==> src/source/l2_ctrl_pkg.sv <==
package l2_ctrl_pkg;

    //////////////////////////////////////////////////////////////////////
    // geometry, fixed by the 3-bit replacement tree
    //////////////////////////////////////////////////////////////////////

    localparam int NUM_WAYS       = 4;
    localparam int WORDS_PER_LINE = 4;

    typedef logic [16:0]  tag_t;
    typedef logic [8:0]   index_t;
    typedef logic [1:0]   offset_t;    // word within line
    typedef logic [1:0]   way_t;
    typedef logic [2:0]   plru_t;      // tree bits, bit 0 is the root
    typedef logic [127:0] word_t;      // one L1 word
    typedef logic [511:0] line_t;      // word 0 in the low bits
    typedef logic [NUM_WAYS-1:0] way_mask_t;

    // 28-bit L2 request address
    typedef struct packed {
        tag_t    tag;
        index_t  index;
        offset_t offset;
    } l2_addr_t;

    // memory works on whole lines
    typedef struct packed {
        tag_t   tag;
        index_t index;
    } mem_addr_t;

    typedef struct packed {
        logic valid;
        tag_t tag;
    } tag_entry_t;

    typedef struct packed {
        logic     req;     // held by L1 until served
        logic     write;   // L1 writes a line back
        l2_addr_t addr;
    } l1_req_t;

    //////////////////////////////////////////////////////////////////////
    // controller states
    //////////////////////////////////////////////////////////////////////

    typedef enum logic [3:0] {
        idle,
        access,
        write_l1,
        write_hit,
        write_mem,
        read_mem,
        fill_clean,
        fill_dirty_r,
        fill_dirty_w
    } l2_state_e;

endpackage

==> src/source/l2_tag_compare.sv <==
`timescale 1ns/1ns

module l2_tag_compare
    import l2_ctrl_pkg::*;
(
    input  tag_entry_t [NUM_WAYS-1:0] tag_rd,
    input  tag_t                      tag,
    output logic                      hit,
    output way_t                      hit_way
);

    always_comb begin
        hit     = 1'b0;
        hit_way = '0;
        // walk down so the lowest matching way is the last one written
        for (int i = NUM_WAYS - 1; i >= 0; i--) begin
            if (tag_rd[i].valid && (tag_rd[i].tag == tag)) begin
                hit     = 1'b1;
                hit_way = way_t'(i);
            end
        end
    end

endmodule

==> config.mk <==
export PLATFORM = sky130hd
export DESIGN_NAME = l2_tag_compare
export DESIGN_NICKNAME = d
export VERILOG_FILES = /design/src/source/l2_ctrl_pkg.sv /design/src/source/l2_tag_compare.sv
export SDC_FILE = /design/constraint.sdc
export NUM_CORES = 1
export LEC_CHECK = 0
export BUFFER_PORTS_ARGS = -buffer_cell sky130_fd_sc_hd__buf_2
export CAP_MARGIN = 20
export CORE_UTILIZATION = 33
export DETAILED_ROUTE_END_ITERATION = 12
export PLACE_DENSITY = 0.87
export SKIP_LAST_GASP = 1
export SLEW_MARGIN = 20
export SYNTH_ARGS = -nofsm -noshare
export SYNTH_HDL_FRONTEND = slang
export SYNTH_SLANG_ARGS = --single-unit
==> constraint.sdc <==
create_clock -name vclk -period 1.7
set_clock_uncertainty 0.05 [all_clocks]
set_input_delay 0.425 -clock vclk [all_inputs]
set_output_delay 0.425 -clock vclk [all_outputs]
set_load 0.02 [all_outputs]
==> impl_metrics.ini <==
[run_status]
status = finished with violations
violations = setup timing

[worst_setup_path]
end_kind = primary output
crit_arrival_ps = 1680
critPathMaxStageDelay_ps = 200
cp_slowest_cell = xnor2_1
critPathMaxFanout = 4
crit_chain = clkbuf_4 > xnor2_1 > nand4_1 > nor3_2 > nand4_1 > a21boi_4 > buf_6
start_kind = input port
critPathKind = input port to primary output
cpMostUsedCell = nand4_1
critPathRequiredTime_ps = 1220

[flow_run]
max_cap_viol_count = 0

[finish]
fillers = 183
nets = 285
seq_cell_count = 0
area_growth_pct = 106.6
fin_cells = 224
nClkBuffers = 0
n_antenna_cell = 0
drive_above_1_share_pct = 71.13
regArea_um2 = 0

[synthesis]
synth_mux_area_share_pct = 0
yosys_warnings = 0
synth_xor_area_share_pct = 71.35
synth_compound_area_share_pct = 1.901
postSynthAreaPerCell_um2 = 8.309
synth_nets = 192
ys_seq_area_share_pct = 0
synth_adder_area_share_pct = 0
synth_cells = 103
synth_top_family_by_area = XOR/XNOR gates
synth_area_um2 = 855.8
yosys.area_share.simple_pct = 21.20
synth_cell_types = 15

[routing]
drtAntennaViolNets = 0
dr.pass1.iters = 4
via_per_inst = 4.853
routedWlPerCell_um = 15.15
via_count = 1087
first_iter_violations = 17
drcViolationCount = 0
routed_wl_mm = 3.393

[global_routing]
globalRouteTotalUtil_pct = 20.00
grt_start_max_net_pins = 5
antenna_found_initial = 0
grt_pass1_wl_mm = 4.112
first_global_vias = 978
grt-ovfl-total = 0

[sta]
period_needed_ps = 2153
fmax_ghz = 0.4644
hold_viol_final = 0
setup_viol = 3
slew_headroom_pct = 81.31
drv_slew = 0
worst_slew_pin_slew_ps = 279.4
hold_slack_ps = 1280
layout_setup_ws_ps = -453.4
grt_setup_unrepaired = yes
period_share_pct = 126.7

[placed_design]
portBuffers = 92
gp_congestion = 0.7850
dpl.hpwl_mm = 2.568
placed_cells = 224

[pwr]
vdd_drop_max_mv = 0.2001
pwr-share-seq_pct = 0
p_sw_share_pct = 40.76
pwr-share-comb_pct = 100.0
pwr-share-clk_pct = 0
power.internal_uw = 262.1
p_sw_uw = 180.3
p_leak_uw = 0.0008211
power_density_nw_per_um2 = 250.2

[floorplanning]
coreArea_um2 = 2455
die_h_um = 52.93
fp.dieW_um = 52.93
initial_utilization_pct = 34.86
rows = 18
ioPinCount = 92
dieArea_um2 = 2801

[worst_hold_path]
hp-class = input port to primary output

[clock_network]
post_cts_buffers = 0
## power groups by stage
| stage | registers (uW) | clock network [uW] | logic, uW |
|---|---|---|---|
| 2_1_floorplan | 0 | 0 | 187 |
| 3_3_place_gp | 0 | 0 | 331 |
| 3_5_place_dp | 0 | 0 | 336 |
| 4_1_cts | 0 | 0 | 373 |
| 5_1_grt | 0 | 0 | 474 |
| 6_report | 0 | 0 | 442 |
## stage by stage
stage / setup TNS [ps] / worst slack (ps) / utilization, % / total power [uW] / area, um2
global route: -1620 / -559.9 / 72.02 / 473.8 / 1768
detailed placement: -1440 / -494.3 / 57.03 / 336.3 / 1400
finish: -1335 / -453.4 / 72.02 / 442.4 / 1768
global placement: -1416 / -482.8 / 57.03 / 330.5 / 1400
floorplan: -519.4 / -190.5 / - / 187.2 / 933.4
CTS: -1173 / -416.3 / 63.10 / 373.2 / 1549
## repair_timing
action / in CTS / in global routing
endpoints found under the setup margin: 3 / 3
resized for setup: 31 / 46
hold buffers: 0 / 0
endpoints found under the hold margin: 0 / 0
pin swaps: 30 / 30
## cell usage in the layout (no fill, tap or decap)
cell type,n
nand2_1,1
xnor2_4,2
a21oi_2,1
xor2_1,12
buf_4,13
clkbuf_4,2
buf_12,3
xor2_2,4
nor4_4,1
xnor2_1,26
xnor2_2,24
nor4_2,3
nand2b_4,1
a21boi_4,1
buf_6,11
buf_2,68
nor3_2,4
nand4_1,17
## critical path: cells and delay by family
family | cells | cell delay (ps)
AOI/OAI and AO/OA | 1 | 190
xor gates and xnor gates | 1 | 200
buffers and inverters | 2 | 290
and+or+nand+nor | 3 | 570
## path summary, 6_finish.rpt
check                       from         end  slack (ps)  cells after the start
worst max-delay path      tag[5]  hit_way[0]        -450                      7
worst min-delay path  tag_rd[35]  hit_way[0]        1280                      4
## cell type report
class              count  area (um2)  share of cell area [%]
multi-input cells     97        1094                   61.85
repair buffers        97       636.9                   36.02
well taps             30       37.54                   2.123
## kinds of logic after synthesis
family,after synthesis
compound gates,2
xor+xnor,68
buf+inv,6
simple gates,27
## metal layers
layer | up-vias | share of wire (%) | global-route usage [%]
li1 | 534 | - | -
met1 | 484 | 34 | 24.70
met2 | 59 | 57 | 39.66
met3 | 10 | 6.7 | 0.8621
met4 | 0 | 3.0 | 0
met5 | - | 0 | 0
## Yosys cell counts
master / n / share of area [%]
xnor2_2: 2 / 3.8
nand2_1: 1 / 0.44
xnor2_1: 50 / 51
clkbuf_1: 1 / 0.44
xor2_1: 16 / 16
a21oi_1: 1 / 0.58
a21boi_2: 1 / 1.3
nor3_1: 3 / 1.8
nor4_4: 1 / 2.5
nor4_1: 3 / 2.2
buf_6: 3 / 3.9
buf_2: 2 / 1.2
nand4_1: 17 / 12
nand2b_1: 1 / 0.73
nor3_2: 1 / 1.2
Power figures use the tool's default switching activity.
