$ cat config.mk
export PLATFORM = sky130hd
export DESIGN_NAME = l2_req_arbiter
export DESIGN_NICKNAME = d
export VERILOG_FILES = /design/src/source/l2_ctrl_pkg.sv /design/src/source/l2_req_arbiter.sv
export SDC_FILE = /design/constraint.sdc
export NUM_CORES = 1
export LEC_CHECK = 0
export CORE_ASPECT_RATIO = 0.7
export CORE_MARGIN = 4
export CORE_UTILIZATION = 60
export CTS_BUF_LIST = sky130_fd_sc_hd__clkbuf_2
export DETAILED_ROUTE_END_ITERATION = 16
export DONT_BUFFER_PORTS = 1
export PLACE_DENSITY = 0.83
export REMOVE_ABC_BUFFERS = 1
export SETUP_SLACK_MARGIN = 0.1
export SLEW_MARGIN = 30
export SYNTH_ARGS = -nofsm -noshare
export SYNTH_HDL_FRONTEND = slang
export SYNTH_SLANG_ARGS = --single-unit
$ cat constraint.sdc
create_clock -name clk -period 3.1 [get_ports clk]
set_input_delay 0.31 -clock clk [delete_from_list [all_inputs] [get_ports clk]]
set_output_delay 0.31 -clock clk [all_outputs]
set_load 0.02 [all_outputs]
$ cat src/source/l2_ctrl_pkg.sv
package l2_ctrl_pkg;

    //////////////////////////////////////////////////////////////////////
    // geometry, fixed by the 3-bit replacement tree
    //////////////////////////////////////////////////////////////////////

    localparam int NUM_WAYS       = 4;
    localparam int WORDS_PER_LINE = 4;

    typedef logic [16:0]  tag_t;
    typedef logic [8:0]   index_t;
    typedef logic [1:0]   offset_t;    // word within line
    typedef logic [1:0]   way_t;
    typedef logic [2:0]   plru_t;      // tree bits, bit 0 is the root
    typedef logic [127:0] word_t;      // one L1 word
    typedef logic [511:0] line_t;      // word 0 in the low bits
    typedef logic [NUM_WAYS-1:0] way_mask_t;

    // 28-bit L2 request address
    typedef struct packed {
        tag_t    tag;
        index_t  index;
        offset_t offset;
    } l2_addr_t;

    // memory works on whole lines
    typedef struct packed {
        tag_t   tag;
        index_t index;
    } mem_addr_t;

    typedef struct packed {
        logic valid;
        tag_t tag;
    } tag_entry_t;

    typedef struct packed {
        logic     req;     // held by L1 until served
        logic     write;   // L1 writes a line back
        l2_addr_t addr;
    } l1_req_t;

    //////////////////////////////////////////////////////////////////////
    // controller states
    //////////////////////////////////////////////////////////////////////

    typedef enum logic [3:0] {
        idle,
        access,
        write_l1,
        write_hit,
        write_mem,
        read_mem,
        fill_clean,
        fill_dirty_r,
        fill_dirty_w
    } l2_state_e;

endpackage

$ cat src/source/l2_req_arbiter.sv
`timescale 1ns/1ns

module l2_req_arbiter
    import l2_ctrl_pkg::*;
(
    input  logic    clk,
    input  logic    rst,
    input  l1_req_t ic_req,
    input  l1_req_t dc_req,
    input  logic    grab,
    input  logic    release_req,
    output l1_req_t req,
    output logic    ic_en,
    output logic    dc_en
);

    l1_req_t held;
    l1_req_t winner;

    // instruction side has priority
    assign winner = ic_req.req ? ic_req : dc_req;

    always_ff @(posedge clk) begin
        if (rst) begin
            ic_en <= 1'b0;
            dc_en <= 1'b0;
        end else if (release_req) begin
            ic_en <= 1'b0;
            dc_en <= 1'b0;
        end else if (grab) begin
            ic_en <= ic_req.req;
            dc_en <= !ic_req.req && dc_req.req;
        end
    end

    always_ff @(posedge clk) begin
        if (grab) begin
            held <= winner;    // frozen once the FSM leaves idle
        end
    end

    // before a grant the FSM sees the live winner, afterwards the held copy
    assign req = (ic_en || dc_en) ? held : winner;

endmodule

==> reports/metrics.yaml <==
pwr:
  peakVddDrop_mv: 0.302
  p_int_mw: 0.653
  p_sw_share_pct: 27.2
  p_sw_mw: 0.244
  leakage_nw: 0.718
  combinationalPowerShare_pct: 20.2
  power_density_mw_per_mm2: 475
  seq_power_share_pct: 58.7
  clockPowerShare_pct: 21.1
route:
  first_pass_iters: 4
  wl_per_cell_um: 23.1
  dr_wl_met2_mm: 1.70
  drc: 0
  routed-via-count: 930
  drtAntennaViolNets: 0
  wl_met3_um: 389
  viasPerCell: 6.33
  wirelength_mm: 3.40
  top_layer_used: "met4"
  met1Wirelength_mm: 1.26
  drt-initial-drc-count: 46
setup_path:
  end_kind: "primary output"
  critical_path_class: "flop to primary output"
  crit_chain: "or2_2 > mux2_2"
  critPathLaunchType: "flop"
  slowest_stage: "or2_2"
  cp.required_ps: 2790
  cpPeakStageDelay_ps: 620
  cp.arrival_ps: 1970
  cp_max_fo: 30
  crit_family: "simple AND/OR/NAND/NOR gates"
  path_buf_inv: 0
finish:
  layout_common_cells: "mux2_2 (32), edfxtp_1 (30), mux2_4 (27)"
  antennaDiodeCount: 0
  final_core_util_pct: 66.0
  final_common_cell: "mux2_2"
  drive_gt1_share_pct: 60.4
  nNetsFinal: 174
  area_growth_pct: 2.86
placement:
  io_buffers: 0
  gp_congestion: 0.645
  post-dp-hpwl_mm: 2.37
sta:
  hold_violations: 0
  max_freq_ghz: 0.439
  post-route-period-util_pct: 73.4
  slew_violations: 0
  min_period_ps: 2280
  finalSetupTns_ps: 0
  setup_viol: 0
  worstMarginPinSlew_ps: 687
  rsz0062_at_grt: "false"
  fin_skew_ps: 0
  slew_headroom_pct: 54.2
logic_synthesis:
  yosysSeqAreaShare_pct: 51.2
  synth-seq-cells: 32
  yosysUniqueCellTypes: 15
  ys.warnings.count: 0
  netlist_area_mm2: 0.00184
  synthCells: 105
  syn_avg_cell_area_um2: 17.5
min_path:
  holdCritPathClass: "input port to flop"
floorplanning:
  fp.dieH_um: 54.3
  die_w_um: 74.1
  die-area_mm2: 0.00402
  io_pins: 96
  initial_core_util_pct: 64.2
  row_count: 16
  coreArea_mm2: 0.00286
clock_network:
  clkTransAtPathRegs_ps: 160
  cts_made_buffers: 5
  cts-root-buf: "clkbuf_2"
  clock_latency_ps: 350
  ctsResizeCount: 0
  cts_tree: "built"
  h-tree-depth: 2
  cts.sinks: 32
  cts.path.max_buffers: 2
flow_run:
  cap_violations: 0
global_route:
  grt_max_degree: 34
  grt_pass1_vias: 992
  grt_first_pass_wirelength_mm: 4.80
  track_usage_pct: 16.8
  antenna_found_initial: 0
  grt_overflow: 0
outcome:
  status: "finished, final reports clean"
synth_stat cells (all sizes together):
cell type  count  area share [%]
a211oi         1            0.41
dfxtp          2             2.2
or2            2            0.68
nand2b         1            0.34
buf            7             4.4
nand3b         1            0.41
edfxtp        30              49
mux2i          1            0.54
mux2          59              42
nor3           1            0.27
area by class of cell:
| class | instances | area [um^2] |
|---|---|---|
| clock buffer | 5 | 25.0 |
| clock inverter | 3 | 13.8 |
| fill | 204 | 973 |
| multi-input combinational | 66 | 815 |
| sequential | 32 | 941 |
| tap | 36 | 45.0 |
| timing repair buffer | 5 | 50.0 |
routing by layer:
layer | up-vias | global-route usage (%)
li1 | 415 | -
met1 | 448 | 18.7
met2 | 58 | 29.4
met3 | 9 | 6.42
met4 | 0 | 6.93
met5 | - | 0
path summary, 6_finish.rpt:
kind	from	to	slack, ps	cells past startpoint
max	ic_en	req[15]	820	2
min	grab	held[23]	50	0
max reg2reg	dc_en	dc_en	1710	3
min reg2reg	ic_en	ic_en	660	2
sequential cells by signal, indices dropped and copies added, names as in the netlist:
signal / count
ic_en: 1
dc_en: 1
held: 30
per-stage QoR:
step                worst slack, ps  hold slack (ps)  power [mW]  std cells  area (um^2)
floorplan                      1420              383       0.690         98         1760
finish                          824             49.4       0.897        147         1890
detailed placement             1220              385       0.712        134         1800
CTS                             782             20.4       0.902        145         1870
global placement               1250              387       0.705        134         1800
global route                    669             2.44       0.943        147         1890
cells by family after synthesis:
| family | synth area share (%) |
|---|---|
| muxes | 42.2 |
| and+or+nand+nor | 1.70 |
| buffers and inverters | 4.43 |
| AOI/OAI and AO/OA | 0.409 |
| DFF | 51.2 |
worst reg2reg max path, cell delays in order (launching register included):
cell and delay, ps:
dfxtp_1 500, nand2b_1 90, a211oi_1 180, dlygate4sd3_1 570
timing repair:
action                                 CTS  global route
hold buffers                             3             2
endpoints found under the hold margin    2             5
setup buffers                            0             0
power groups by stage:
| stage | Clock [mW] | Combinational, mW | Sequential [mW] |
|---|---|---|---|
| floorplan | 0 | 0.159 | 0.532 |
| global placement | 0 | 0.171 | 0.534 |
| detailed placement | 0 | 0.174 | 0.537 |
| CTS | 0.197 | 0.178 | 0.527 |
| global route | 0.222 | 0.191 | 0.530 |
| finish | 0.190 | 0.181 | 0.526 |
No activity file was read; power rests on OpenSTA's default activity.
