### src/source/l2_ctrl_pkg.sv
package l2_ctrl_pkg;

    //////////////////////////////////////////////////////////////////////
    // geometry, fixed by the 3-bit replacement tree
    //////////////////////////////////////////////////////////////////////

    localparam int NUM_WAYS       = 4;
    localparam int WORDS_PER_LINE = 4;

    typedef logic [16:0]  tag_t;
    typedef logic [8:0]   index_t;
    typedef logic [1:0]   offset_t;    // word within line
    typedef logic [1:0]   way_t;
    typedef logic [2:0]   plru_t;      // tree bits, bit 0 is the root
    typedef logic [127:0] word_t;      // one L1 word
    typedef logic [511:0] line_t;      // word 0 in the low bits
    typedef logic [NUM_WAYS-1:0] way_mask_t;

    // 28-bit L2 request address
    typedef struct packed {
        tag_t    tag;
        index_t  index;
        offset_t offset;
    } l2_addr_t;

    // memory works on whole lines
    typedef struct packed {
        tag_t   tag;
        index_t index;
    } mem_addr_t;

    typedef struct packed {
        logic valid;
        tag_t tag;
    } tag_entry_t;

    typedef struct packed {
        logic     req;     // held by L1 until served
        logic     write;   // L1 writes a line back
        l2_addr_t addr;
    } l1_req_t;

    //////////////////////////////////////////////////////////////////////
    // controller states
    //////////////////////////////////////////////////////////////////////

    typedef enum logic [3:0] {
        idle,
        access,
        write_l1,
        write_hit,
        write_mem,
        read_mem,
        fill_clean,
        fill_dirty_r,
        fill_dirty_w
    } l2_state_e;

endpackage

### src/source/l2_ctrl_fsm.sv
`timescale 1ns/1ns

module l2_ctrl_fsm
    import l2_ctrl_pkg::*;
(
    input  logic      clk,
    input  logic      rst,
    input  l1_req_t   req,
    input  logic      ic_en,
    input  logic      dc_en,
    input  logic      hit,
    input  way_t      hit_way,
    input  way_t      victim_way,
    input  logic      victim_dirty,
    input  tag_t      victim_tag,
    input  logic      l1_done,
    input  logic      l2_complete_r,
    input  logic      l2_complete_w,
    input  logic      mem_complete_r,
    input  logic      mem_complete_w,
    output logic      grab,
    output logic      release_req,
    output way_mask_t block_re,
    output way_mask_t block_we,
    output logic      dirty_wd,
    output logic      wd_from_l1_en,
    output logic      wd_from_mem_en,
    output logic      from_mem,
    output way_t      word_way,
    output logic      mem_re,
    output logic      mem_we,
    output mem_addr_t mem_addr,
    output way_t      mem_line_sel_way,
    output logic      data_wd_l2_en,
    output logic      mem_wr_ic_en,
    output logic      mem_wr_dc_en
);

    l2_state_e state;
    l2_state_e state_next;
    logic      wb_line;     // victim went back to memory first
    mem_addr_t req_line;

    function automatic way_mask_t way_onehot(input way_t way);
        way_onehot = way_mask_t'(1) << way;
    endfunction

    assign req_line    = '{tag: req.addr.tag, index: req.addr.index};
    assign grab        = (state == idle);
    assign release_req = (state != idle) && (state_next == idle);  // grant ends with the state

    //////////////////////////////////////////////////////////////////////
    // next state
    //////////////////////////////////////////////////////////////////////

    always_comb begin
        state_next = state;
        case (state)
            idle:      if (req.req) state_next = access;
            access: begin
                if (l2_complete_r) begin
                    if (hit) begin
                        state_next = req.write ? write_hit : write_l1;
                    end else begin
                        state_next = victim_dirty ? write_mem : read_mem;
                    end
                end
            end
            write_l1:  if (l1_done) state_next = idle;
            write_hit: if (l2_complete_w) state_next = idle;
            write_mem: if (mem_complete_w) state_next = read_mem;
            read_mem: begin
                if (mem_complete_r) begin
                    if (req.write) begin
                        state_next = fill_dirty_w;
                    end else begin
                        state_next = wb_line ? fill_dirty_r : fill_clean;
                    end
                end
            end
            fill_clean, fill_dirty_r: if (l2_complete_w) state_next = idle;
            fill_dirty_w:             if (l2_complete_w) state_next = write_hit;
            default:   state_next = idle;
        endcase
    end

    //////////////////////////////////////////////////////////////////////
    // registered outputs
    //////////////////////////////////////////////////////////////////////

    always_ff @(posedge clk) begin
        if (rst) begin
            state          <= idle;
            block_re       <= '0;
            block_we       <= '0;
            dirty_wd       <= 1'b0;
            wd_from_l1_en  <= 1'b0;
            wd_from_mem_en <= 1'b0;
            mem_re         <= 1'b0;
            mem_we         <= 1'b0;
            data_wd_l2_en  <= 1'b0;
            mem_wr_ic_en   <= 1'b0;
            mem_wr_dc_en   <= 1'b0;
        end else begin
            state <= state_next;
            case (state)
                idle: begin
                    if (req.req) block_re <= '1;    // read all four ways
                end
                access: begin
                    if (l2_complete_r) begin
                        block_re         <= '0;
                        mem_line_sel_way <= victim_way;
                        wb_line          <= victim_dirty;
                        if (hit && !req.write) begin
                            data_wd_l2_en <= 1'b1;
                            from_mem      <= 1'b0;
                            word_way      <= hit_way;
                        end else if (hit) begin
                            block_we      <= way_onehot(hit_way);
                            dirty_wd      <= 1'b1;
                            wd_from_l1_en <= 1'b1;
                        end else if (victim_dirty) begin
                            mem_we   <= 1'b1;    // write-back of the victim line
                            mem_addr <= '{tag: victim_tag, index: req.addr.index};
                        end else begin
                            mem_re   <= 1'b1;
                            mem_addr <= req_line;
                        end
                    end
                end
                write_l1: begin
                    if (l1_done) data_wd_l2_en <= 1'b0;
                end
                write_hit: begin
                    if (l2_complete_w) begin
                        block_we      <= '0;
                        dirty_wd      <= 1'b0;
                        wd_from_l1_en <= 1'b0;
                    end
                end
                write_mem: begin
                    if (mem_complete_w) begin
                        mem_we   <= 1'b0;
                        mem_re   <= 1'b1;
                        mem_addr <= req_line;
                    end
                end
                read_mem: begin
                    if (mem_complete_r) begin
                        mem_re         <= 1'b0;
                        block_we       <= way_onehot(mem_line_sel_way);
                        wd_from_mem_en <= 1'b1;
                        dirty_wd       <= 1'b0;
                        if (!req.write) begin    // L1 only takes the word on reads
                            data_wd_l2_en <= 1'b1;
                            from_mem      <= 1'b1;
                            mem_wr_ic_en  <= ic_en;
                            mem_wr_dc_en  <= dc_en;
                        end
                    end
                end
                fill_clean, fill_dirty_r: begin
                    if (l2_complete_w) begin
                        block_we       <= '0;
                        wd_from_mem_en <= 1'b0;
                        data_wd_l2_en  <= 1'b0;
                        mem_wr_ic_en   <= 1'b0;
                        mem_wr_dc_en   <= 1'b0;
                    end
                end
                fill_dirty_w: begin
                    if (l2_complete_w) begin
                        // refilled way now takes the L1 line
                        block_we       <= way_onehot(mem_line_sel_way);
                        wd_from_mem_en <= 1'b0;
                        dirty_wd       <= 1'b1;
                        wd_from_l1_en  <= 1'b1;
                    end
                end
                default: ;
            endcase
        end
    end

endmodule

### config.mk
export PLATFORM = sky130hd
export DESIGN_NAME = l2_ctrl_fsm
export DESIGN_NICKNAME = d
export VERILOG_FILES = /design/src/source/l2_ctrl_pkg.sv /design/src/source/l2_ctrl_fsm.sv
export SDC_FILE = /design/constraint.sdc
export NUM_CORES = 1
export LEC_CHECK = 0
export BUFFER_PORTS_ARGS = -buffer_cell sky130_fd_sc_hd__buf_2
export CAP_MARGIN = 20
export CORE_AREA = 2 2 97 61
export CTS_CLUSTER_SIZE = 25
export DETAILED_ROUTE_END_ITERATION = 10
export DIE_AREA = 0 0 99 63
export PLACE_DENSITY_LB_ADDON = 0.12
export SYNTH_ARGS = -nofsm -noshare
export SYNTH_HDL_FRONTEND = slang
export SYNTH_SLANG_ARGS = --single-unit
### constraint.sdc
create_clock -name clk -period 4.44 [get_ports clk]
set_input_delay 0.444 -clock clk [delete_from_list [all_inputs] [get_ports clk]]
set_output_delay 0.444 -clock clk [all_outputs]
set_load 0.03 [all_outputs]
==> impl_metrics.yaml <==
global_route:
  overflow: 0
  grt_pass1_vias: 1989
  grt_pass1_wl_um: 9694
  grt_usage: 0.1962
  grt_max_degree: 30
  antenna_found_initial: 0
timing:
  clock_skew_ns: 0.005582
  rsz0062_at_grt: "no"
  tightest_slew_ns: 0.8835
  setup_ws_ns: 1.237
  fin_tns_setup_ns: 0
  min_period_ns: 3.203
  clock.fmax_ghz: 0.3122
  setup_viol: 0
  fin_crit_sh: 0.7214
  final_max_slew_viol_count: 0
  max_slew_margin: 0.4102
  hold_viol_final: 0
route:
  drt_iter0_drc: 196
  wl_per_cell_um: 15.44
  routed_wl_um: 5975
  postRouteAntennaNets: 0
  drc_errors: 0
  firstDrtPassIters: 5
  vias: 2127
  via_per_inst: 5.496
yosys:
  synth_edf_count: 32
  netlist_top_cells_count: "edfxtp_1 (32), a21oi_1 (17), dfxtp_1 (17), mux2_2 (17), nor2_1 (13)"
  synth.avg_cell_area_um2: 11.11
  synth_top_area_cell: "edfxtp_1"
  synth_area_leaders: "edfxtp_1 (39%), dfxtp_1 (14%), mux2_2 (7.8%)"
  synth.most_common_cell: "edfxtp_1"
  synth-xor-area-share: 0
  ys_ff_latch: 49
  synth_fp_nets: 283
  synth_top_family_by_area: "simple AND/OR/NAND/NOR gates"
  synth_seq_area_share: 0.5301
  synth-simple-area-share: 0.1656
  synth_ff_type: "edfxtp_1"
  ys_warn_count: 0
  ys_types: 57
  muxShareOfSynthArea: 0.08614
  yosysTopAreaCellShare: 0.3914
  synthArstFlopShare: 0
  synth_compound_area_frac: 0.1483
  synth_cells: 221
  synth_adder_area_share: 0.004077
  netlist_area_mm2: 0.002455
critical_path:
  cp_max_fo: 28
  rr_worst_depth: 4
  crit_buf_inv: 2
  path_class: "flip-flop to output pin"
  cp.depth: 7
  endpoint: "release_req"
  r2r_end: "mem_addr[12]$_DFFE_PP_"
  worstPathCellList: "or2b_1 -> or3_1 -> inv_1 -> nand3_1 -> nand4_1 -> nor4_1 -> buf_2"
  critical_path.startpoint: "state[0]$_SDFF_PP0_"
  crit_arrival_ns: 2.76
  startpoint_type: "flip-flop"
  cp.required_ns: 4.00
  cp-end-kind: "output pin"
  critPathTopFamily: "simple AND/OR/NAND/NOR gates"
  cpMaxStageDelayCell: "dfxtp_1"
  r2r_slack_ns: 1.79
  cpPeakStageDelay_ns: 0.91
  worstReg2RegStart: "state[0]$_SDFF_PP0_"
power_and_ir_drop:
  seq_power_share: 0.535
  power_frac_comb: 0.190
  leakagePower_nw: 1.291
  p_sw_uw: 279.9
  irDropWorstVdd_v: 0.0001765
  p_sw_frac: 0.2888
  p_clk_frac: 0.274
  p_int_uw: 689.2
  power_density_mw_per_mm2: 316.4
cells_and_area:
  nets: 379
  drive_above_1_share: 0.4465
  antenna_cells: 0
  area_delta_synth_final_pct: 24.77
  post-route-cell-area_mm2: 0.003063
worst_hold_path:
  min_path_type: "input pin to flip-flop"
clock_tree:
  cts_tree: "done"
  cts-buffers-inserted: 5
  path_clk_slew_ns: 0.09
  postCtsHoldBufs: 0
  cts.sinks: 49
  post_cts_buffers: 0
  clock-root-buffer: "clkbuf_8"
  post_cts_resized: 0
  htreeDepth: 2
  worstSkewPairLatency_ns: 0.30
  cts_max_path_buffers: 2
floorplanning:
  fp.dieW_um: 99
  rows: 21
  die_area_mm2: 0.006237
  die_h_um: 63
  core_mm2: 0.005386
  io_pins: 111
  start_util: 0.4557
place:
  dpl_cell_area_mm2: 0.002973
  place_ws_ns: 1.610
  numPortBuffers: 108
  gp_congestion: 0.9613
  hpwl_um: 4372
status:
  status: "complete, no violations"
run:
  drv_cap: 0
-- through the flow --
stage / std cells / hold WS (ns) / power (mW) / utilization
floorplan: 221 / 0.5429 / 0.6596 / -
global placement: 379 / 0.4412 / 0.7106 / 0.5519
detailed placement: 379 / 0.4605 / 0.7122 / 0.5519
CTS: 387 / 0.3021 / 0.9789 / 0.5686
global route: 387 / 0.2881 / 1.017 / 0.5686
finish: 387 / 0.3133 / 0.9691 / 0.5686
-- worst reg2reg max path, cell delays in order, from the launching register on --
cell and delay [ns]:
dfxtp_1 0.91, nor4b_1 0.63, nand3b_1 0.28, a21oi_2 0.17, buf_4 0.33
-- final cells by class --
class                   instances  area, um2
clock inverters                 3      21.27
repair buffers                110      555.5
flip-flops and latches         49       1301
well taps                      69      86.33
inverters                       9      33.78
multi-input cells             142      996.0
clock buffers                   5      68.82
fillers                       481       2323
-- flip-flops by register name (all words and copies together), names as in the netlist, 2 cells and up --
register          flops
mem_line_sel_way      2
block_we              4
word_way              2
state                 4
mem_addr             26
-- worst min-delay path by stage --
stage / end / from / cells after the start
3_5_place_dp: wd_from_l1_en$_SDFFE_PP0P_ / wd_from_l1_en$_SDFFE_PP0P_ / 2
2_1_floorplan: mem_addr[0]$_DFFE_PP_ / req[2] / 0
5_1_grt: mem_addr[6]$_DFFE_PP_ / req[8] / 1
3_3_place_gp: wd_from_l1_en$_SDFFE_PP0P_ / wd_from_l1_en$_SDFFE_PP0P_ / 2
4_1_cts: mem_addr[7]$_DFFE_PP_ / req[9] / 1
6_report: mem_addr[6]$_DFFE_PP_ / req[8] / 1
-- kinds of logic after synthesis --
kind of cell | after synthesis
compound gates | 52
flops | 49
fa+ha+maj | 1
simple gates | 70
mux | 19
buf+inv | 30
-- power groups by stage --
stage	clock (mW)	sequential, mW	combinational, mW
after global placement	0	0.529	0.182
final	0.266	0.519	0.185
after global routing	0.295	0.522	0.201
after floorplan	0	0.546	0.114
after detailed placement	0	0.529	0.183
after CTS	0.276	0.519	0.184
-- placed cells by master (no fill, tap or decap), types with 5 or more instances in the layout --
cell / count
o21ai_0: 7
mux2_2: 17
edfxtp_1: 32
clkbuf_8: 5
nor4_1: 5
inv_1: 9
a21oi_1: 16
nand2_1: 11
buf_2: 108
dfxtp_1: 17
nand3_1: 7
nor2_1: 13
-- per-layer routing --
metal,GRT usage,share of wire,vias to the layer above
li1,-,-,1035
met1,0.2950,0.47,965
met2,0.2736,0.42,121
met3,0.06823,0.11,6
met4,0.03596,0.0049,0
met5,0,0,-
Note: power is estimated with default switching activity, not from simulation.
