**src/source/l2_ctrl_pkg.sv**
```systemverilog
package l2_ctrl_pkg;

    //////////////////////////////////////////////////////////////////////
    // geometry, fixed by the 3-bit replacement tree
    //////////////////////////////////////////////////////////////////////

    localparam int NUM_WAYS       = 4;
    localparam int WORDS_PER_LINE = 4;

    typedef logic [16:0]  tag_t;
    typedef logic [8:0]   index_t;
    typedef logic [1:0]   offset_t;    // word within line
    typedef logic [1:0]   way_t;
    typedef logic [2:0]   plru_t;      // tree bits, bit 0 is the root
    typedef logic [127:0] word_t;      // one L1 word
    typedef logic [511:0] line_t;      // word 0 in the low bits
    typedef logic [NUM_WAYS-1:0] way_mask_t;

    // 28-bit L2 request address
    typedef struct packed {
        tag_t    tag;
        index_t  index;
        offset_t offset;
    } l2_addr_t;

    // memory works on whole lines
    typedef struct packed {
        tag_t   tag;
        index_t index;
    } mem_addr_t;

    typedef struct packed {
        logic valid;
        tag_t tag;
    } tag_entry_t;

    typedef struct packed {
        logic     req;     // held by L1 until served
        logic     write;   // L1 writes a line back
        l2_addr_t addr;
    } l1_req_t;

    //////////////////////////////////////////////////////////////////////
    // controller states
    //////////////////////////////////////////////////////////////////////

    typedef enum logic [3:0] {
        idle,
        access,
        write_l1,
        write_hit,
        write_mem,
        read_mem,
        fill_clean,
        fill_dirty_r,
        fill_dirty_w
    } l2_state_e;

endpackage

```
**src/source/l2_victim_select.sv**
```systemverilog
`timescale 1ns/1ns

module l2_victim_select
    import l2_ctrl_pkg::*;
(
    input  tag_entry_t [NUM_WAYS-1:0] tag_rd,
    input  way_mask_t                 dirty_rd,
    input  plru_t                     plru,
    output way_t                      victim_way,
    output logic                      victim_dirty,
    output tag_t                      victim_tag
);

    logic all_valid;
    way_t free_way;

    always_comb begin
        all_valid = 1'b1;
        free_way  = '0;
        for (int i = NUM_WAYS - 1; i >= 0; i--) begin
            if (!tag_rd[i].valid) begin
                all_valid = 1'b0;
                free_way  = way_t'(i);    // lowest invalid wins
            end
        end
    end

    always_comb begin
        if (!all_valid) begin
            victim_way = free_way;
        end else if (!plru[0]) begin
            victim_way = plru[1] ? way_t'(1) : way_t'(0);    // left pair
        end else begin
            victim_way = plru[2] ? way_t'(3) : way_t'(2);    // right pair
        end
    end

    // an invalid way never needs a write-back
    assign victim_dirty = tag_rd[victim_way].valid && dirty_rd[victim_way];
    assign victim_tag   = tag_rd[victim_way].tag;

endmodule

```
**config.mk**
```make
export PLATFORM = sky130hd
export DESIGN_NAME = l2_victim_select
export DESIGN_NICKNAME = d
export VERILOG_FILES = /design/src/source/l2_ctrl_pkg.sv /design/src/source/l2_victim_select.sv
export SDC_FILE = /design/constraint.sdc
export NUM_CORES = 1
export LEC_CHECK = 0
export ABC_CLOCK_PERIOD_IN_PS = 2500
export BUFFER_PORTS_ARGS = -buffer_cell sky130_fd_sc_hd__buf_4
export CAP_MARGIN = 20
export CORE_AREA = 8 8 55 57
export DETAILED_ROUTE_END_ITERATION = 7
export DIE_AREA = 0 0 63 65
export PLACE_DENSITY_LB_ADDON = 0.2
export SYNTH_ARGS = -nofsm -noshare
export SYNTH_HDL_FRONTEND = slang
export SYNTH_SLANG_ARGS = --single-unit
export TNS_END_PERCENT = 20
```
**constraint.sdc**
```tcl
create_clock -name vclk -period 2.5
set_input_delay 0.125 -clock vclk [all_inputs]
set_output_delay 0.125 -clock vclk [all_outputs]
set_load 0.01 [all_outputs]
```
==> results of run 1 <==
-- cell families (layout without fill, tap and decap cells) --
group | after synthesis | in the layout | synth area share
simple gates | 10 | 10 | 0.116
mux | 53 | 53 | 0.752
buf+inv | 6 | 104 | 0.0896
compound gates | 4 | 4 | 0.0422
-- per-stage QoR --
stage / total power [mW] / std cells / worst slack [ns] / hold slack, ns
finish: 0.280 / 199 / 0.753 / 0.633
global placement: 0.276 / 199 / 0.804 / 0.626
CTS: 0.284 / 199 / 0.731 / 0.637
floorplan: 0.125 / 73 / 1.24 / 0.426
global route: 0.301 / 199 / 0.662 / 0.652
detailed placement: 0.283 / 199 / 0.731 / 0.628
-- final cells by class --
type | count | area [um^2]
Inverter | 1 | 3.75
Tap cell | 28 | 35.0
Timing Repair Buffer | 103 | 773
Multi-Input combinational cell | 67 | 648
Fill cell | 171 | 688
-- per-layer routing --
metal / vias to the layer above / part of all wire / track usage
met3: 2 / 0.13 / 0.0739
met1: 406 / 0.37 / 0.133
met4: 0 / 0.0045 / 0.00855
met2: 68 / 0.49 / 0.259
li1: 476 / - / -
met5: - / 0 / 0
-- critical path, stage by stage --
cell	delay (ns)
sky130_fd_sc_hd__buf_4	0.13
sky130_fd_sc_hd__and3b_4	0.21
sky130_fd_sc_hd__nor2_8	0.35
sky130_fd_sc_hd__buf_4	0.32
sky130_fd_sc_hd__mux2i_1	0.23
sky130_fd_sc_hd__mux2i_1	0.09
sky130_fd_sc_hd__buf_4	0.15
-- path summary, 6_finish.rpt --
check	cells past startpoint	endpoint
setup / recovery	7	victim_tag[14]
hold / removal	4	victim_tag[8]
-- synth_stat cells (all sizes together) --
master	number	area share
a211o	1	0.012
nand3	1	0.0070
and3b	1	0.018
nand3b	1	0.011
mux2	1	0.016
or3b	1	0.012
inv	1	0.0053
a21oi	1	0.012
a21o	1	0.011
o21ai	1	0.0070
mux2i	52	0.74
nand4	2	0.018
nor2b	1	0.0088
buf	5	0.084
nand2	2	0.014
nor2	1	0.028
-- power by group through the flow --
stage	Combinational (mW)	Sequential, mW	Clock [mW]
floorplan	0.125	0	0
global placement	0.276	0	0
detailed placement	0.283	0	0
CTS	0.284	0	0
global route	0.301	0	0
finish	0.280	0	0
==> metrics list, run 1 <==
* Via total after detailed routing: 952
- In this run the most critical hold path is launched from tag_rd[26].
- Setup repair after global routing left no endpoint under its margin.
- Final ANT Viol Nets: 0
* Setup total negative slack: 0 ns
- In this run, post-CTS repair resized a total of 0 instances.
* Synth-to-Final Area Change: 105%
- The floorplan has 17 rows.
* Final design area excluding fillers: 1460 um^2
* Area after detailed placement: 1460 um^2
- Congestion Overflow GR: 0
- The worst hold path belongs to the class input pin to output port.
- Core Footprint: 2150 um^2
- In this run the post-CTS setup repair buffer count came out at 0.
- Internal power comes to 175 uW.
- Final number of max-transition violations: 0
- A synthesized cell averages 9.75 um^2.
- After detailed routing, the number of vias per cell comes to 4.78.
- The first detailed-routing pass ran for 4 iterations.
* Arrival time reported for the critical path endpoint: 1.62 ns
- The worst setup path is of the input pin to output port kind.
- Final-stage net count: 252
* Final clock period utilization by the worst path: 0.699
- The analysis attributes to net switching a power of 105 uW.
- Of the total power, the share spent switching nets is 0.374.
* Die area: 4100 um^2
- Number of warnings reported in the yosys synthesis log: 0
- Synthesized net count: 152
* Flip-flop and latch area: 0 um^2
- The detailed router finished its first iteration with 16 violations.
* Starting density of the core: 0.331
- Based on the critical path, the design can be clocked at up to 0.572 GHz.
- Clock buffers in the final layout number 0.
- Die Ht: 65 um
- Sequential cell count: 0
- Reported max-cap violation count: 0
* Combinational power share: 1.000
- Top-level port count: 99
- Final count of negative-setup-slack endpoints: 0
* Post-detailed-route DRC marker count: 0
* First-pass GRT wire length: 4820 um
- For this design the ratio of total power to cell area is 192 nW/um^2.
- The worst path needs 1.75 ns of the cycle, external delays included.
- Synthesized instance count: 73
- Of the total power, registers draw 0.
- Static Leak: 0.786 nW
- Along the worst path, the maximum fanout reaches 22.
- Die extent in x: 63 um
* Share of cells above drive strength 1: 0.632
- Post-synth design cell area: 712 um^2
- Most frequent standard cell in the layout excluding fill and tap cells: sky130_fd_sc_hd__buf_4
- Share of the yosys chip area belonging to registers: 0
- Diodes inserted: 0
- The worst-case IR drop observed on VDD is 0.116 mV.
* Initial antenna violation count: 0
- DP HPWL: 2840 um
- Total wire length after detailed routing: 3130 um
- Final RePlAce weighted congestion: 0.811
* Post-CTS Hold Fix Bufs: 0
- At the worst endpoint, the required time is 2.38 ns.
* Finished Core Util: 0.680
- All-Layer GR Usage: 0.136
- STA classifies the critical path startpoint as an input pin.
- Max-slew headroom at the worst pin: 0.713
* Clock network fraction of design power: 0
- The via count of the first global-routing pass came to 1133.
* Most used cells in the layout excluding fill and tap cells: sky130_fd_sc_hd__buf_4 (103), sky130_fd_sc_hd__mux2i_1 (51), sky130_fd_sc_hd__nand4_1 (2)
- At the pin with the least slew margin, the transition time is 0.431 ns.
- Port Buffer Count: 99
- Hold Violations, Final: 0
- The critical path starts at tag_rd[71].
- Setup crit end kind: output port
* Post-synth cell types: 19
- Entering global routing, the biggest net connects 23 pins.
- The run finished with clean final reports.
- Post-DR wirelength/cell: 15.7 um
Note: power is estimated with default switching activity, not from simulation.
==> run 2, diff against run 1 <==
--- a/config.mk
+++ b/config.mk
@@ -5,12 +5,12 @@
 export SDC_FILE = /design/constraint.sdc
 export NUM_CORES = 1
 export LEC_CHECK = 0
-export ABC_CLOCK_PERIOD_IN_PS = 2500
+export ABC_CLOCK_PERIOD_IN_PS = 1740
 export BUFFER_PORTS_ARGS = -buffer_cell sky130_fd_sc_hd__buf_4
 export CAP_MARGIN = 20
-export CORE_AREA = 8 8 55 57
+export CORE_AREA = 8 8 57 59
 export DETAILED_ROUTE_END_ITERATION = 7
-export DIE_AREA = 0 0 63 65
+export DIE_AREA = 0 0 65 67
 export PLACE_DENSITY_LB_ADDON = 0.2
 export SYNTH_ARGS = -nofsm -noshare
 export SYNTH_HDL_FRONTEND = slang
==> constraint.sdc (replaced) <==
create_clock -name vclk -period 1.74
set_input_delay 0.087 -clock vclk [all_inputs]
set_output_delay 0.087 -clock vclk [all_outputs]
set_load 0.01 [all_outputs]
==> metrics list, run 2 (synthesized netlist as in run 1, its figures left out) <==
* Static Leak: 0.786 nW (unchanged)
* Levels on crit path: 7 (unchanged)
- Fin worst setup slack: 0.355 ns (was 0.753 ns)
* Most frequent standard cell in the layout excluding fill and tap cells: sky130_fd_sc_hd__buf_4 (unchanged)
- Result of the run: completed (unchanged).
- Power share of the sequential group: 0 (about the same)
- Top-level port count: 99 (unchanged)
- The maximum fanout along the worst path is 18 (was 22).
- The placed wire-length estimate after detailed placement was 2670 um (was 2840 um).
- DRC marker count from the first detailed-route iteration: 41 (was 16)
- The post-CTS resize count was 0 (unchanged).
* PD cells: 274 nW/um^2 (was 192 nW/um^2)
* Port Buffer Count: 99 (unchanged)
* Clock network fraction of design power: 0 (about the same)
- The number of maximum-capacitance violations came to 0 (unchanged).
* Post-CTS Setup Repair Bufs: 0 (unchanged)
- The longest individual stage delay on the worst path came to 0.29 ns (was 0.35 ns).
- The worst slew margin relative to its limit was 0.809 (was 0.713).
- The category of the worst setup path capture point is an output port (unchanged).
- Switch Pwr: 149 uW (was 105 uW)
* Via total after detailed routing: 982 (was 952)
* Largest delay share family, worst path: buffers and inverters (unchanged)
* Clock period minus final worst setup slack: 1.38 ns
* Core Footprint: 2360 um^2 (was 2150 um^2)
* Clock buffer cells: 0 (unchanged)
- The arrival time at the worst endpoint is 1.30 ns (was 1.62 ns).
- Diodes inserted: 0 (unchanged)
* Standard cell with the maximum stage delay on the critical path: sky130_fd_sc_hd__buf_4 (was sky130_fd_sc_hd__nor2_8)
- Number of global-route vias before repair: 1035 (was 1133)
- Path type of the worst setup path: input pin to output port (unchanged)
* Setup repair after global routing missed its margin: no (unchanged)
- The cell-internal power is 251 uW (was 175 uW).
- The highest ir drop seen on vdd is 0.159 mV (was 0.116 mV).
* Post-DR wirelength/cell: 14.9 um (was 15.7 um)
- The final count of hold timing violations was 0 (unchanged).
* Starting density of the core: 0.301 (was 0.331)
- Final clock period utilization by the worst path: 0.796
* Transition at the pin with the smallest max-transition slack: 0.287 ns (was 0.431 ns)
- The pin count of the biggest net entering global routing came to 19 (was 23).
* Final RePlAce weighted congestion: 0.825 (was 0.811)
- The worst path buffer plus inverter count is 3 (unchanged).
- Filler cell count in the final layout: 192 (was 171)
* Fmax achieved: 0.722 GHz
- Setup total negative slack: 0 ns (unchanged)
* Congestion Overflow GR: 0 (unchanged)
* Kind of launch point of the worst setup path: input pin (unchanged)
- The utilization after layout is 0.619 (was 0.680).
- Min-Delay Path Class: input pin to output port (unchanged)
- The detailed-route wire length was 3000 um (was 3130 um).
* Switching portion of total power: 0.373 (was 0.374)
- Final ANT Viol Nets: 0 (unchanged)
- Most used cells in the layout excluding fill and tap cells: sky130_fd_sc_hd__buf_4 (103), sky130_fd_sc_hd__mux2i_1 (51), sky130_fd_sc_hd__nand4_1 (2) (unchanged).
* Multi-input logic area: 648 um^2 (unchanged)
- Cell-by-cell listing of the critical path: buf_4 > and3b_4 > nor2_8 > buf_4 > mux2i_1 > mux2i_1 > buf_4 (unchanged)
* Final count of negative-setup-slack endpoints: 0 (unchanged)
- Sequential cell count: 0 (unchanged)
* TritonRoute pass-1 iters: 4 (unchanged)
* Combinational power share: 1.000 (about the same)
- The layout cell share with drive strength beyond 1 was 0.632 (unchanged).
- The average via count per standard cell came to 4.89 (was 4.78).
- The post-place setup slack is 0.336 ns (was 0.731 ns).
* Required arrival time at the worst endpoint: 1.65 ns (was 2.38 ns)
* Row count: 18 (was 17)
- The library cell appearing most often on the critical path is sky130_fd_sc_hd__buf_4 (unchanged).
- Area after detailed placement: 1460 um^2 (about the same)
- Post-CTS Hold Fix Bufs: 0 (unchanged)
- Post-detailed-route DRC marker count: 0 (unchanged)
* First-pass GRT wire length: 4590 um (was 4820 um)
- The worst hold path depth came to 4 (unchanged).
- The die boundary width was 65 um (was 63 um).
- Final number of max-transition violations: 0 (unchanged)
- The number of antenna violations at the first check in global routing is 0 (unchanged).
- The design area was 1460 um^2 (about the same).
- All-Layer GR Usage: 0.126 (was 0.136)
- Final-stage net count: 252 (unchanged)
- Die Ht: 67 um (was 65 um)
- Die area: 4360 um^2 (was 4100 um^2)
* Synth-to-Final Area Change: 105% (about the same)
- Flip-flop and latch area: 0 um^2 (unchanged)
run 2: final timing paths:
check                      start             to  slack [ns]
worst max-delay path  tag_rd[71]  victim_tag[3]        0.36
worst min-delay path  tag_rd[20]  victim_tag[2]        0.55
run 2: metal layers:
metal | GRT usage | vias up | wire (um)
li1 | - | 482 | -
met1 | 0.146 | 424 | 1180
met2 | 0.224 | 74 | 1390
met3 | 0.0520 | 2 | 412
met4 | 0 | 0 | 20
met5 | 0 | - | 0
run 2: final cells by class:
class | instances | area share
Inverter | 1 | 0.00257
Multi-Input combinational cell | 67 | 0.443
Tap cell | 30 | 0.0257
Timing Repair Buffer | 103 | 0.529
run 2: through the flow:
| step | instances | total power [mW] | hold slack (ns) |
|---|---|---|---|
| 2_1_floorplan | 73 | 0.180 | 0.350 |
| 3_3_place_gp | 201 | 0.397 | 0.550 |
| 3_5_place_dp | 201 | 0.405 | 0.551 |
| 4_1_cts | 201 | 0.406 | 0.559 |
| 5_1_grt | 201 | 0.434 | 0.579 |
| 6_report | 201 | 0.401 | 0.554 |
run 2: power groups by stage:
stage / Combinational [mW] / Clock (mW) / Sequential [mW]
2_1_floorplan: 0.180 / 0 / 0
3_3_place_gp: 0.397 / 0 / 0
3_5_place_dp: 0.405 / 0 / 0
4_1_cts: 0.406 / 0 / 0
5_1_grt: 0.434 / 0 / 0
6_report: 0.401 / 0 / 0
